File: src/pipelinePkg.sv
package pipelinePkg;

    // Truth table of a function of seven variables
    localparam int funcWidth = 128;

    // Orderings of variables 4, 5 and 6
    localparam int permCount = 6;

    localparam int summedWidth = 12; // Large enough for 6 x 128
    localparam int pcoeffWidth = 3;  // Counts 0 to 6

    // One FIFO word carries both results
    localparam int resultWidth = summedWidth + pcoeffWidth;

    // Edges from the accepting edge to the FIFO write edge
    localparam int pipeLatency = 4;

    // Number of set bits in one byte
    function automatic logic [3:0] countByte(input logic [7:0] value);
        logic [3:0] ones;
        ones = '0;
        for (int i = 0; i < 8; i++) begin
            ones = ones + 4'(value[i]);
        end
        return ones;
    endfunction

endpackage

File: src/botStreamIf.sv
`timescale 1ns/100ps

interface botStreamIf import pipelinePkg::*; ();

    logic valid;                                        // Bot register holds a new candidate
    logic [funcWidth-1:0] bot;
    logic [permCount-1:0] validPermutations;            // Bit 0 is the identity
    logic [permCount-1:0][funcWidth-1:0] permutedBots;

    modport manager (
        output valid,
        output bot
    );

    // Named check because checker is a reserved word
    modport check (
        input  bot,
        output permutedBots,
        output validPermutations
    );

    modport consumer (
        input valid,
        input bot,
        input validPermutations,
        input permutedBots
    );

endinterface

File: src/hyperpipe.sv
`timescale 1ns/100ps

module hyperpipe #(
    parameter int cycles = 2,
    parameter int width = 1
) (
    input  logic             clock,
    input  logic [width-1:0] dataIn,
    output logic [width-1:0] dataOut
);

    logic [width-1:0] stages [cycles];

    // Plain flops so the chain can be retimed and spread out
    always_ff @(posedge clock) begin
        stages[0] <= dataIn;
        for (int i = 1; i < cycles; i++) begin
            stages[i] <= stages[i-1];
        end
    end

    assign dataOut = stages[cycles-1]; // Oldest entry

    // A zero-length chain would leave dataOut undriven
    cyclesAtLeastOne: assert property (
        @(posedge clock) cycles >= 1
    ) else $error("hyperpipe needs at least one stage, cycles=%0d", cycles);

endmodule

File: src/pipelineManager.sv
`timescale 1ns/100ps

module pipelineManager import pipelinePkg::*; #(
    parameter int fifoDepthLog2 = 5
) (
    input  logic                   clock,
    input  logic                   rst,
    input  logic                   ivalid,
    input  logic [funcWidth-1:0]   bot,
    input  logic [fifoDepthLog2:0] fifoUsed,
    input  logic                   resultWritten,
    output logic                   oready,
    botStreamIf.manager            stream
);

    localparam int fifoDepth = 2 ** fifoDepthLog2;
    localparam int flightWidth = $clog2(pipeLatency + 1);

    // Leave room for everything in flight plus the throttle register delay
    localparam logic [fifoDepthLog2:0] usedLimit = (fifoDepthLog2 + 1)'(fifoDepth - pipeLatency - 2);

    logic                   throttle;
    logic                   accept;
    logic [flightWidth-1:0] inFlight;

    assign oready = !throttle;
    assign accept = ivalid && oready; // Plain level pair, no handshake beyond this

    // Starts throttled so nothing is taken while the design leaves reset
    always_ff @(posedge clock) begin
        if (rst) begin
            throttle <= 1'b1;
        end else begin
            throttle <= fifoUsed >= usedLimit;
        end
    end

    always_ff @(posedge clock) begin
        if (rst) begin
            stream.valid <= 1'b0;
        end else begin
            stream.valid <= accept;
        end
    end

    always_ff @(posedge clock) begin
        if (accept) begin
            stream.bot <= bot;
        end
    end

    // Bots accepted whose result is not yet in the FIFO
    always_ff @(posedge clock) begin
        if (rst) begin
            inFlight <= '0;
        end else begin
            case ({accept, resultWritten})
                2'b10:   inFlight <= inFlight + 1'b1;
                2'b01:   inFlight <= inFlight - 1'b1;
                default: inFlight <= inFlight;
            endcase
        end
    end

    inFlightBound: assert property (
        @(posedge clock) disable iff (rst)
        inFlight <= flightWidth'(pipeLatency)
    ) else $error("in-flight count %0d above pipeline latency", inFlight);

    // A registered bot must come from a cycle where the throttle was open
    noAcceptWhileThrottled: assert property (
        @(posedge clock) disable iff (rst)
        stream.valid |-> !$past(throttle)
    ) else $error("bot accepted while throttled");

endmodule

File: src/permuteCheck6.sv
`timescale 1ns/100ps

module permuteCheck6 import pipelinePkg::*; (
    input  logic [funcWidth-1:0] top,
    botStreamIf.check            stream
);

    localparam int idxWidth = $clog2(funcWidth);

    // Source variable for positions 4, 5 and 6, in the order
    // ABC, ACB, BAC, BCA, CAB, CBA
    localparam int varA [permCount] = '{4, 4, 5, 5, 6, 6};
    localparam int varB [permCount] = '{5, 6, 4, 6, 4, 5};
    localparam int varC [permCount] = '{6, 5, 6, 4, 5, 4};

    // Pure reindexing, no logic beyond wiring
    always_comb begin
        logic [idxWidth-1:0] srcIndex;
        srcIndex = '0;
        for (int p = 0; p < permCount; p++) begin
            for (int i = 0; i < funcWidth; i++) begin
                srcIndex = idxWidth'(i);       // Variables 0 to 3 stay put
                srcIndex[4] = i[varA[p]];
                srcIndex[5] = i[varB[p]];
                srcIndex[6] = i[varC[p]];
                stream.permutedBots[p][i] = stream.bot[srcIndex];
            end
        end
    end

    // Valid when the variant sits below top
    always_comb begin
        for (int p = 0; p < permCount; p++) begin
            stream.validPermutations[p] = ~|(stream.permutedBots[p] & ~top);
        end
    end

endmodule

File: src/freeCountPipeline.sv
`timescale 1ns/100ps

module freeCountPipeline import pipelinePkg::*; (
    input  logic                   clock,
    input  logic                   rst,
    input  logic [funcWidth-1:0]   top,
    botStreamIf.consumer           stream,
    output logic                   resultValid,
    output logic [summedWidth-1:0] summedData,
    output logic [pcoeffWidth-1:0] pcoeffCount
);

    localparam int byteCount = funcWidth / 8;
    localparam int permFreeWidth = $clog2(funcWidth + 1);
    localparam int maskDelay = 2; // Stage 1 and stage 2

    logic [permCount-1:0][byteCount-1:0][3:0]     byteFree;
    logic [permCount-1:0][permFreeWidth-1:0]      permSum;
    logic [permCount-1:0][permFreeWidth-1:0]      permFree;
    logic [permCount-1:0]                         maskDelayed;
    logic [summedWidth-1:0]                       totalFree;
    logic [pcoeffWidth-1:0]                       validCount;
    logic                                         valid1;
    logic                                         valid2;

    // Valid mask rides alongside the counts up to stage 3
    hyperpipe #(
        .cycles (maskDelay),
        .width  (permCount)
    ) maskPipe (
        .clock   (clock),
        .dataIn  (stream.validPermutations),
        .dataOut (maskDelayed)
    );

    // Stage 1 counts the bits per byte set in top and clear in the variant
    always_ff @(posedge clock) begin
        for (int p = 0; p < permCount; p++) begin
            for (int b = 0; b < byteCount; b++) begin
                byteFree[p][b] <= countByte(top[b*8 +: 8] & ~stream.permutedBots[p][b*8 +: 8]);
            end
        end
    end

    // Stage 2 sums the bytes per permutation
    always_comb begin
        for (int p = 0; p < permCount; p++) begin
            permSum[p] = '0;
            for (int b = 0; b < byteCount; b++) begin
                permSum[p] = permSum[p] + permFreeWidth'(byteFree[p][b]);
            end
        end
    end

    always_ff @(posedge clock) begin
        permFree <= permSum;
    end

    // Stage 3 drops the counts of invalid permutations
    always_comb begin
        totalFree = '0;
        validCount = '0;
        for (int p = 0; p < permCount; p++) begin
            if (maskDelayed[p]) begin
                totalFree = totalFree + summedWidth'(permFree[p]);
                validCount = validCount + 1'b1;
            end
        end
    end

    always_ff @(posedge clock) begin
        summedData <= totalFree;
        pcoeffCount <= validCount;
    end

    always_ff @(posedge clock) begin
        if (rst) begin
            valid1 <= 1'b0;
            valid2 <= 1'b0;
            resultValid <= 1'b0;
        end else begin
            valid1 <= stream.valid;
            valid2 <= valid1;
            resultValid <= valid2;
        end
    end

    validLatency: assert property (
        @(posedge clock) disable iff (rst)
        resultValid == $past(stream.valid, 3)
    ) else $error("resultValid out of step with stream valid");

endmodule

File: src/fastFifo.sv
`timescale 1ns/100ps

module fastFifo #(
    parameter int width = 15,
    parameter int depthLog2 = 5
) (
    input  logic               clock,
    input  logic               rst,
    input  logic               writeEnable,
    input  logic [width-1:0]   dataIn,
    input  logic               readRequest,
    output logic [width-1:0]   dataOut,
    output logic               dataOutValid,
    output logic [depthLog2:0] usedw
);

    localparam int depth = 2 ** depthLog2;

    logic [width-1:0]     mem [depth];
    logic [depthLog2-1:0] writePtr;
    logic [depthLog2-1:0] readPtr;
    logic                 full;
    logic                 empty;
    logic                 doWrite;
    logic                 doRead;

    assign full = usedw == (depthLog2 + 1)'(depth);
    assign empty = usedw == '0;
    assign doWrite = writeEnable && !full; // Overflow is caught by the assertion below
    assign doRead = readRequest && !empty;

    always_ff @(posedge clock) begin
        if (doWrite) begin
            mem[writePtr] <= dataIn;
        end
    end

    // Pointers wrap naturally at the power of two depth
    always_ff @(posedge clock) begin
        if (rst) begin
            writePtr <= '0;
            readPtr <= '0;
        end else begin
            if (doWrite) begin
                writePtr <= writePtr + 1'b1;
            end
            if (doRead) begin
                readPtr <= readPtr + 1'b1;
            end
        end
    end

    always_ff @(posedge clock) begin
        if (rst) begin
            usedw <= '0;
        end else begin
            case ({doWrite, doRead})
                2'b10:   usedw <= usedw + 1'b1;
                2'b01:   usedw <= usedw - 1'b1;
                default: usedw <= usedw;
            endcase
        end
    end

    // Registered read port, data and valid arrive one cycle after the read
    always_ff @(posedge clock) begin
        if (doRead) begin
            dataOut <= mem[readPtr];
        end
    end

    always_ff @(posedge clock) begin
        if (rst) begin
            dataOutValid <= 1'b0;
        end else begin
            dataOutValid <= doRead;
        end
    end

    noWriteWhenFull: assert property (
        @(posedge clock) disable iff (rst)
        writeEnable |-> !full
    ) else $error("FIFO write while full, data lost");

    usedwInRange: assert property (
        @(posedge clock) disable iff (rst)
        usedw <= (depthLog2 + 1)'(depth)
    ) else $error("FIFO fill count %0d above depth", usedw);

endmodule

File: src/openCLFullPipeline.sv
`timescale 1ns/100ps

module openCLFullPipeline import pipelinePkg::*; #(
    parameter int fifoDepthLog2 = 5,
    parameter int resetStages = 2
) (
    input  logic                   clock,
    input  logic                   rst,
    input  logic                   ivalid,
    input  logic                   iready,
    output logic                   ovalid,
    output logic                   oready,
    input  logic [funcWidth-1:0]   top,   // Constant for a whole run
    input  logic [funcWidth-1:0]   bot,
    output logic [summedWidth-1:0] summedDataOut,
    output logic [pcoeffWidth-1:0] pcoeffCountOut
);

    logic                   rstLocal;
    logic [fifoDepthLog2:0] fifoUsed;
    logic                   resultValid;
    logic [summedWidth-1:0] summedData;
    logic [pcoeffWidth-1:0] pcoeffCount;

    botStreamIf stream ();

    // Local reset tree
    hyperpipe #(
        .cycles (resetStages),
        .width  (1)
    ) rstPipe (
        .clock   (clock),
        .dataIn  (rst),
        .dataOut (rstLocal)
    );

    pipelineManager #(
        .fifoDepthLog2 (fifoDepthLog2)
    ) pipelineMngr (
        .clock         (clock),
        .rst           (rstLocal),
        .ivalid        (ivalid),
        .bot           (bot),
        .fifoUsed      (fifoUsed),
        .resultWritten (resultValid),
        .oready        (oready),
        .stream        (stream.manager)
    );

    permuteCheck6 permuteChecker (
        .top    (top),
        .stream (stream.check)
    );

    freeCountPipeline countPipe (
        .clock       (clock),
        .rst         (rstLocal),
        .top         (top),
        .stream      (stream.consumer),
        .resultValid (resultValid),
        .summedData  (summedData),
        .pcoeffCount (pcoeffCount)
    );

    // Results wait here until the host drains them
    fastFifo #(
        .width     (resultWidth),
        .depthLog2 (fifoDepthLog2)
    ) resultsBuffer (
        .clock        (clock),
        .rst          (rstLocal),
        .writeEnable  (resultValid),
        .dataIn       ({summedData, pcoeffCount}),
        .readRequest  (iready),
        .dataOut      ({summedDataOut, pcoeffCountOut}),
        .dataOutValid (ovalid),
        .usedw        (fifoUsed)
    );

endmodule

File: config.mk
export PLATFORM = sky130hd
export DESIGN_NAME = openCLFullPipeline
export DESIGN_NICKNAME = d
export VERILOG_FILES = /design/src/pipelinePkg.sv /design/src/botStreamIf.sv /design/src/hyperpipe.sv /design/src/pipelineManager.sv /design/src/permuteCheck6.sv /design/src/freeCountPipeline.sv /design/src/fastFifo.sv /design/src/openCLFullPipeline.sv
export SDC_FILE = /design/constraint.sdc
export NUM_CORES = 2
export LEC_CHECK = 0
export ABC_AREA = 1
export BUFFER_PORTS_ARGS = -buffer_cell sky130_fd_sc_hd__buf_4
export CORE_ASPECT_RATIO = 0.75
export CORE_MARGIN = 2
export CORE_UTILIZATION = 67
export CTS_CLUSTER_SIZE = 25
export DETAILED_ROUTE_END_ITERATION = 6
export HOLD_SLACK_MARGIN = 0.03
export PLACE_DENSITY_LB_ADDON = 0.15
export REMOVE_ABC_BUFFERS = 1
export SETUP_SLACK_MARGIN = 0.3
export SLEW_MARGIN = 30
export SYNTH_ARGS = -nofsm -noshare
export SYNTH_HDL_FRONTEND = slang
export SYNTH_SLANG_ARGS = --single-unit
File: constraint.sdc
create_clock -name clock -period 17.4 [get_ports clock]
set_input_delay 1.74 -clock clock [delete_from_list [all_inputs] [get_ports clock]]
set_output_delay 1.74 -clock clock [all_outputs]
set_load 0.05 [all_outputs]
==> summary by stage <==
Outcome
The flow ran to the end, and the final reports show no timing, DRC or antenna violations.

Final layout
The share of post-route cells with drive strength above 1 is 10.7%. In the layout the commonest cells are inv_1 (862), edfxtp_1 (623), nand2_1 (541), nor2_1 (472), fa_1 (427). The layout overhead on the synthesized area is 12.0%. The layout filler cell count is 4,884. The register area is 0.0239 mm². Summing all multi-input logic gate instances after layout gives 0.0225 mm². The commonest non-fill, non-tap cell in the layout is inv_1. The final instance area is 0.0560 mm². For this run, the post-layout net count is 5,890. The finished layout holds 5,961 standard cells, fillers aside.

CTS
The maximum clock path buffer count is 3. TritonCTS built the clock tree. The number of gates resized after CTS was 0. The number of clock buffers inserted by TritonCTS is 83. The count of buffers added by post-CTS timing repair for setup is 0. The sink count of the clock tree is 882.

The hold buffer count at cts is 0. After clock tree synthesis, the clock-pin slew on the worst setup and hold paths is 60 ps. The insertion delay to the later sink of the worst-skew pair is 670 ps.

The total number of H-tree levels is 3. The buffer type at the clock tree root is clkbuf_16.

Timing
On the final layout, the worst clock skew is 38.4 ps. The total count of hold-check failures in the final report is 0. The worst path uses 37.8% of the clock period. The number of max-slew violations in the final report is 0. The total setup violations reported at the end of the flow is 0. The worst path in the final design needs a cycle of 6580 ps, including I/O delays and setup. The final setup TNS is 0 ps.

Setup repair after global routing left no endpoint under its margin. Derived from the worst setup path, the maximum achievable clock frequency is 152 MHz. For the pin with the worst max-slew slack, the measured transition is 1010 ps.

The worst hold margin is 326 ps. The worst slew margin relative to its limit is 32.7%.

Placement
Buffers placed on the I/O ports in this run total 276. The cell count after placement is 5,807. After detailed placement, the total cell area comes to 0.0532 mm². Routability-driven placement finished with a final weighted congestion of 1.09. Summed over all nets, the half-perimeter wirelength after detailed placement is 110,000 µm.

Routing
The length of the first detailed-routing pass in iterations is 6. The per-cell routed wire length is 24.5 µm. Dividing the detail-routed via count by the number of cells gives 6.03. Once detail routing completed, the nets flagged for antenna violations numbered 0. The post-route DRC violation count is 0. The detailed router finished its first iteration with 5,303 violations.

Wires add up to 146,000 µm. For this block, the via count after detailed routing is 35.9k.

Logic synthesis
The number of warnings issued by yosys is 0. Summing every instance area after synthesis gives 0.0500 mm². The post-synthesis sequential element count is 882. The mean area per synthesized cell is 10.8 µm². The register area share after synthesis is 47.8%.

Counting distinct cell types in the post-synthesis netlist gives 51. The instance count of the mapped netlist is 4,636.

Hold path
The startpoint identified for the worst hold timing path is countPipe.maskPipe.stages[0][0]$_DFF_P_. The class of the tightest hold or removal check is reg -> reg. The path with the worst hold slack has its endpoint at countPipe.maskPipe.stages[0][6]$_DFF_P_. Counting instances, the worst hold path has a depth of 0.

Global routing
The total track usage is 38.6%. Global routing used 51.9% of the available met2 tracks. The number of antenna violations at the first check in global routing is 6. The number of global-route vias before repair is 35.0k. The layer flagged by global routing as most heavily used is met1. The pin count of the biggest net entering global routing is 102. Global routing consumed, on the met3 layer, 14.0% of the routing resources. After global routing the overflow that remains totals 0. The global-route track usage on met1 is 60.0%. The wire length of the first global-routing pass is 216,000 µm.

Floorplan
The initial cell density of the core is 67.8%. The die outline height is 241 µm. The floorplan step defined a die boundary enclosing 0.0769 mm². The standard cell core area is 0.0737 mm².

The initialized floorplan defines 86 standard-cell rows. The floorplan die width is 319 µm. Pin placement for this block handled 277 I/O pins.

Setup path
The category of the worst setup path launch point is a flip-flop. In this run the critical register-to-register path is captured at countPipe.permFree[31]$_DFF_P_. The worst register-to-register path begins at countPipe.byteFree[0]$_DFF_P_. The data required time at the worst endpoint is 17,960 ps. The worst setup path is captured at a flip-flop.

The critical path in this run is classified as reg -> reg. Counting cells, the worst reg-to-reg path comes to 21. The setup slack of the most critical reg-to-reg path is 10,820 ps.

STA puts the critical path data arrival time at 7140 ps. The largest fanout on the critical path is 3.

Flow run
The max-cap violation count is 0.
==> logic make-up (layout without fill, tap and decap cells) <==
family          after synthesis  after routing  synth area share, %
other cells                   0              1                    0
compound gates              675            675                 8.01
buf+inv                     984           1340                 7.50
simple gates               1290           1290                 10.9
flops                       882            882                 47.8
xor+xnor                    100            100                 1.77
fa+ha+maj                   705            705                 24.1
==> per-layer routing <==
layer | routed length [µm] | part of all wire, %
met1 | 61700 | 42
met2 | 57900 | 40
met3 | 23700 | 16
met4 | 2890 | 2.0
met5 | 28 | 0.019
==> flip-flops by register name, indices dropped and copies added (netlist names) <==
register,cells
countPipe.byteFree,160
countPipe.maskPipe.stages,12
countPipe.pcoeffCount,3
countPipe.permFree,48
countPipe.resultValid,1
countPipe.summedData,12
countPipe.valid1,1
countPipe.valid2,1
pipelineMngr.stream.bot,128
pipelineMngr.stream.valid,1
pipelineMngr.throttle,1
resultsBuffer.dataOut,15
resultsBuffer.dataOutValid,1
resultsBuffer.mem,480
resultsBuffer.readPtr,5
resultsBuffer.usedw,6
resultsBuffer.writePtr,5
rstPipe.stages,2
==> worst max-delay path, stage by stage (launching register included) <==
cell	delay [ps]
dfxtp_1	300
ha_1	220
fa_1	490
inv_1	100
fa_1	490
inv_1	40
ha_1	210
fa_1	410
xnor2_1	450
fa_1	490
inv_1	90
fa_1	420
fa_1	530
fa_1	550
fa_1	520
ha_1	310
nand2_1	70
nor2_1	40
a211oi_1	290
o21bai_1	110
a21oi_1	190
xnor2_1	140
==> through the flow <==
step | util, % | setup WS, ps
after floorplan | - | 9460
after global placement | 72.2 | 10990
after detailed placement | 72.2 | 10850
after CTS | 75.9 | 10790
after global routing | 76.0 | 10410
final | 76.0 | 10820
==> Yosys cell counts, drive strengths merged <==
master | number | area share, %
a211oi | 10 | 0.15
o21bai | 9 | 0.14
clkinv | 2 | 0.015
nand4 | 24 | 0.30
and2 | 6 | 0.075
nor3 | 18 | 0.18
buf | 33 | 0.36
xor2 | 36 | 0.65
a21oi | 67 | 0.70
inv | 870 | 6.5
edfxtp | 623 | 37
nor2 | 497 | 3.8
a31oi | 5 | 0.063
dfxtp | 259 | 10
or2 | 7 | 0.088
nor4 | 22 | 0.29
o311ai | 1 | 0.018
a2111oi | 3 | 0.053
ha | 278 | 7.0
o22ai | 168 | 2.1
o221ai | 50 | 0.88
nand3 | 148 | 1.6
o2111ai | 10 | 0.18
o211ai | 13 | 0.20
nand2 | 565 | 4.5
a21boi | 1 | 0.015
fa | 427 | 17
xnor2 | 64 | 1.1
nand3b | 3 | 0.070
o21a | 3 | 0.045
a221oi | 9 | 0.16
a22o | 3 | 0.053
o21ai | 323 | 3.3
clkbuf | 79 | 0.59
==> worst max path at each step <==
stage / cells past startpoint / startpoint / end / slack (ps)
final: 21 / countPipe.byteFree[0]$_DFF_P_ / countPipe.permFree[31]$_DFF_P_ / 10820
after global routing: 41 / countPipe.maskPipe.stages[0][6]$_DFF_P_ / countPipe.summedData[10]$_DFF_P_ / 10410
after CTS: 21 / countPipe.byteFree[0]$_DFF_P_ / countPipe.permFree[31]$_DFF_P_ / 10790
after detailed placement: 21 / countPipe.byteFree[0]$_DFF_P_ / countPipe.permFree[31]$_DFF_P_ / 10850
after global placement: 21 / countPipe.byteFree[0]$_DFF_P_ / countPipe.permFree[31]$_DFF_P_ / 10990
after floorplan: 7 / resultsBuffer.readPtr[0]$_SDFFE_PP0P_ / resultsBuffer.dataOut[5]$_DFFE_PP_ / 9460
==> cell type report <==
type                    instances  area share (%)
clock buffers                 109            4.04
flip-flops and latches        882            42.7
repair buffers                316            4.26
multi-input cells            2770            40.2
well taps                     968            2.16
clock inverters                43           0.798
diodes                          1         0.00447
inverters                     872            5.86
Power is left out: the tool's default activity adds up to more than one toggle a clock period on the data nets, which glitch-free logic cannot reach.
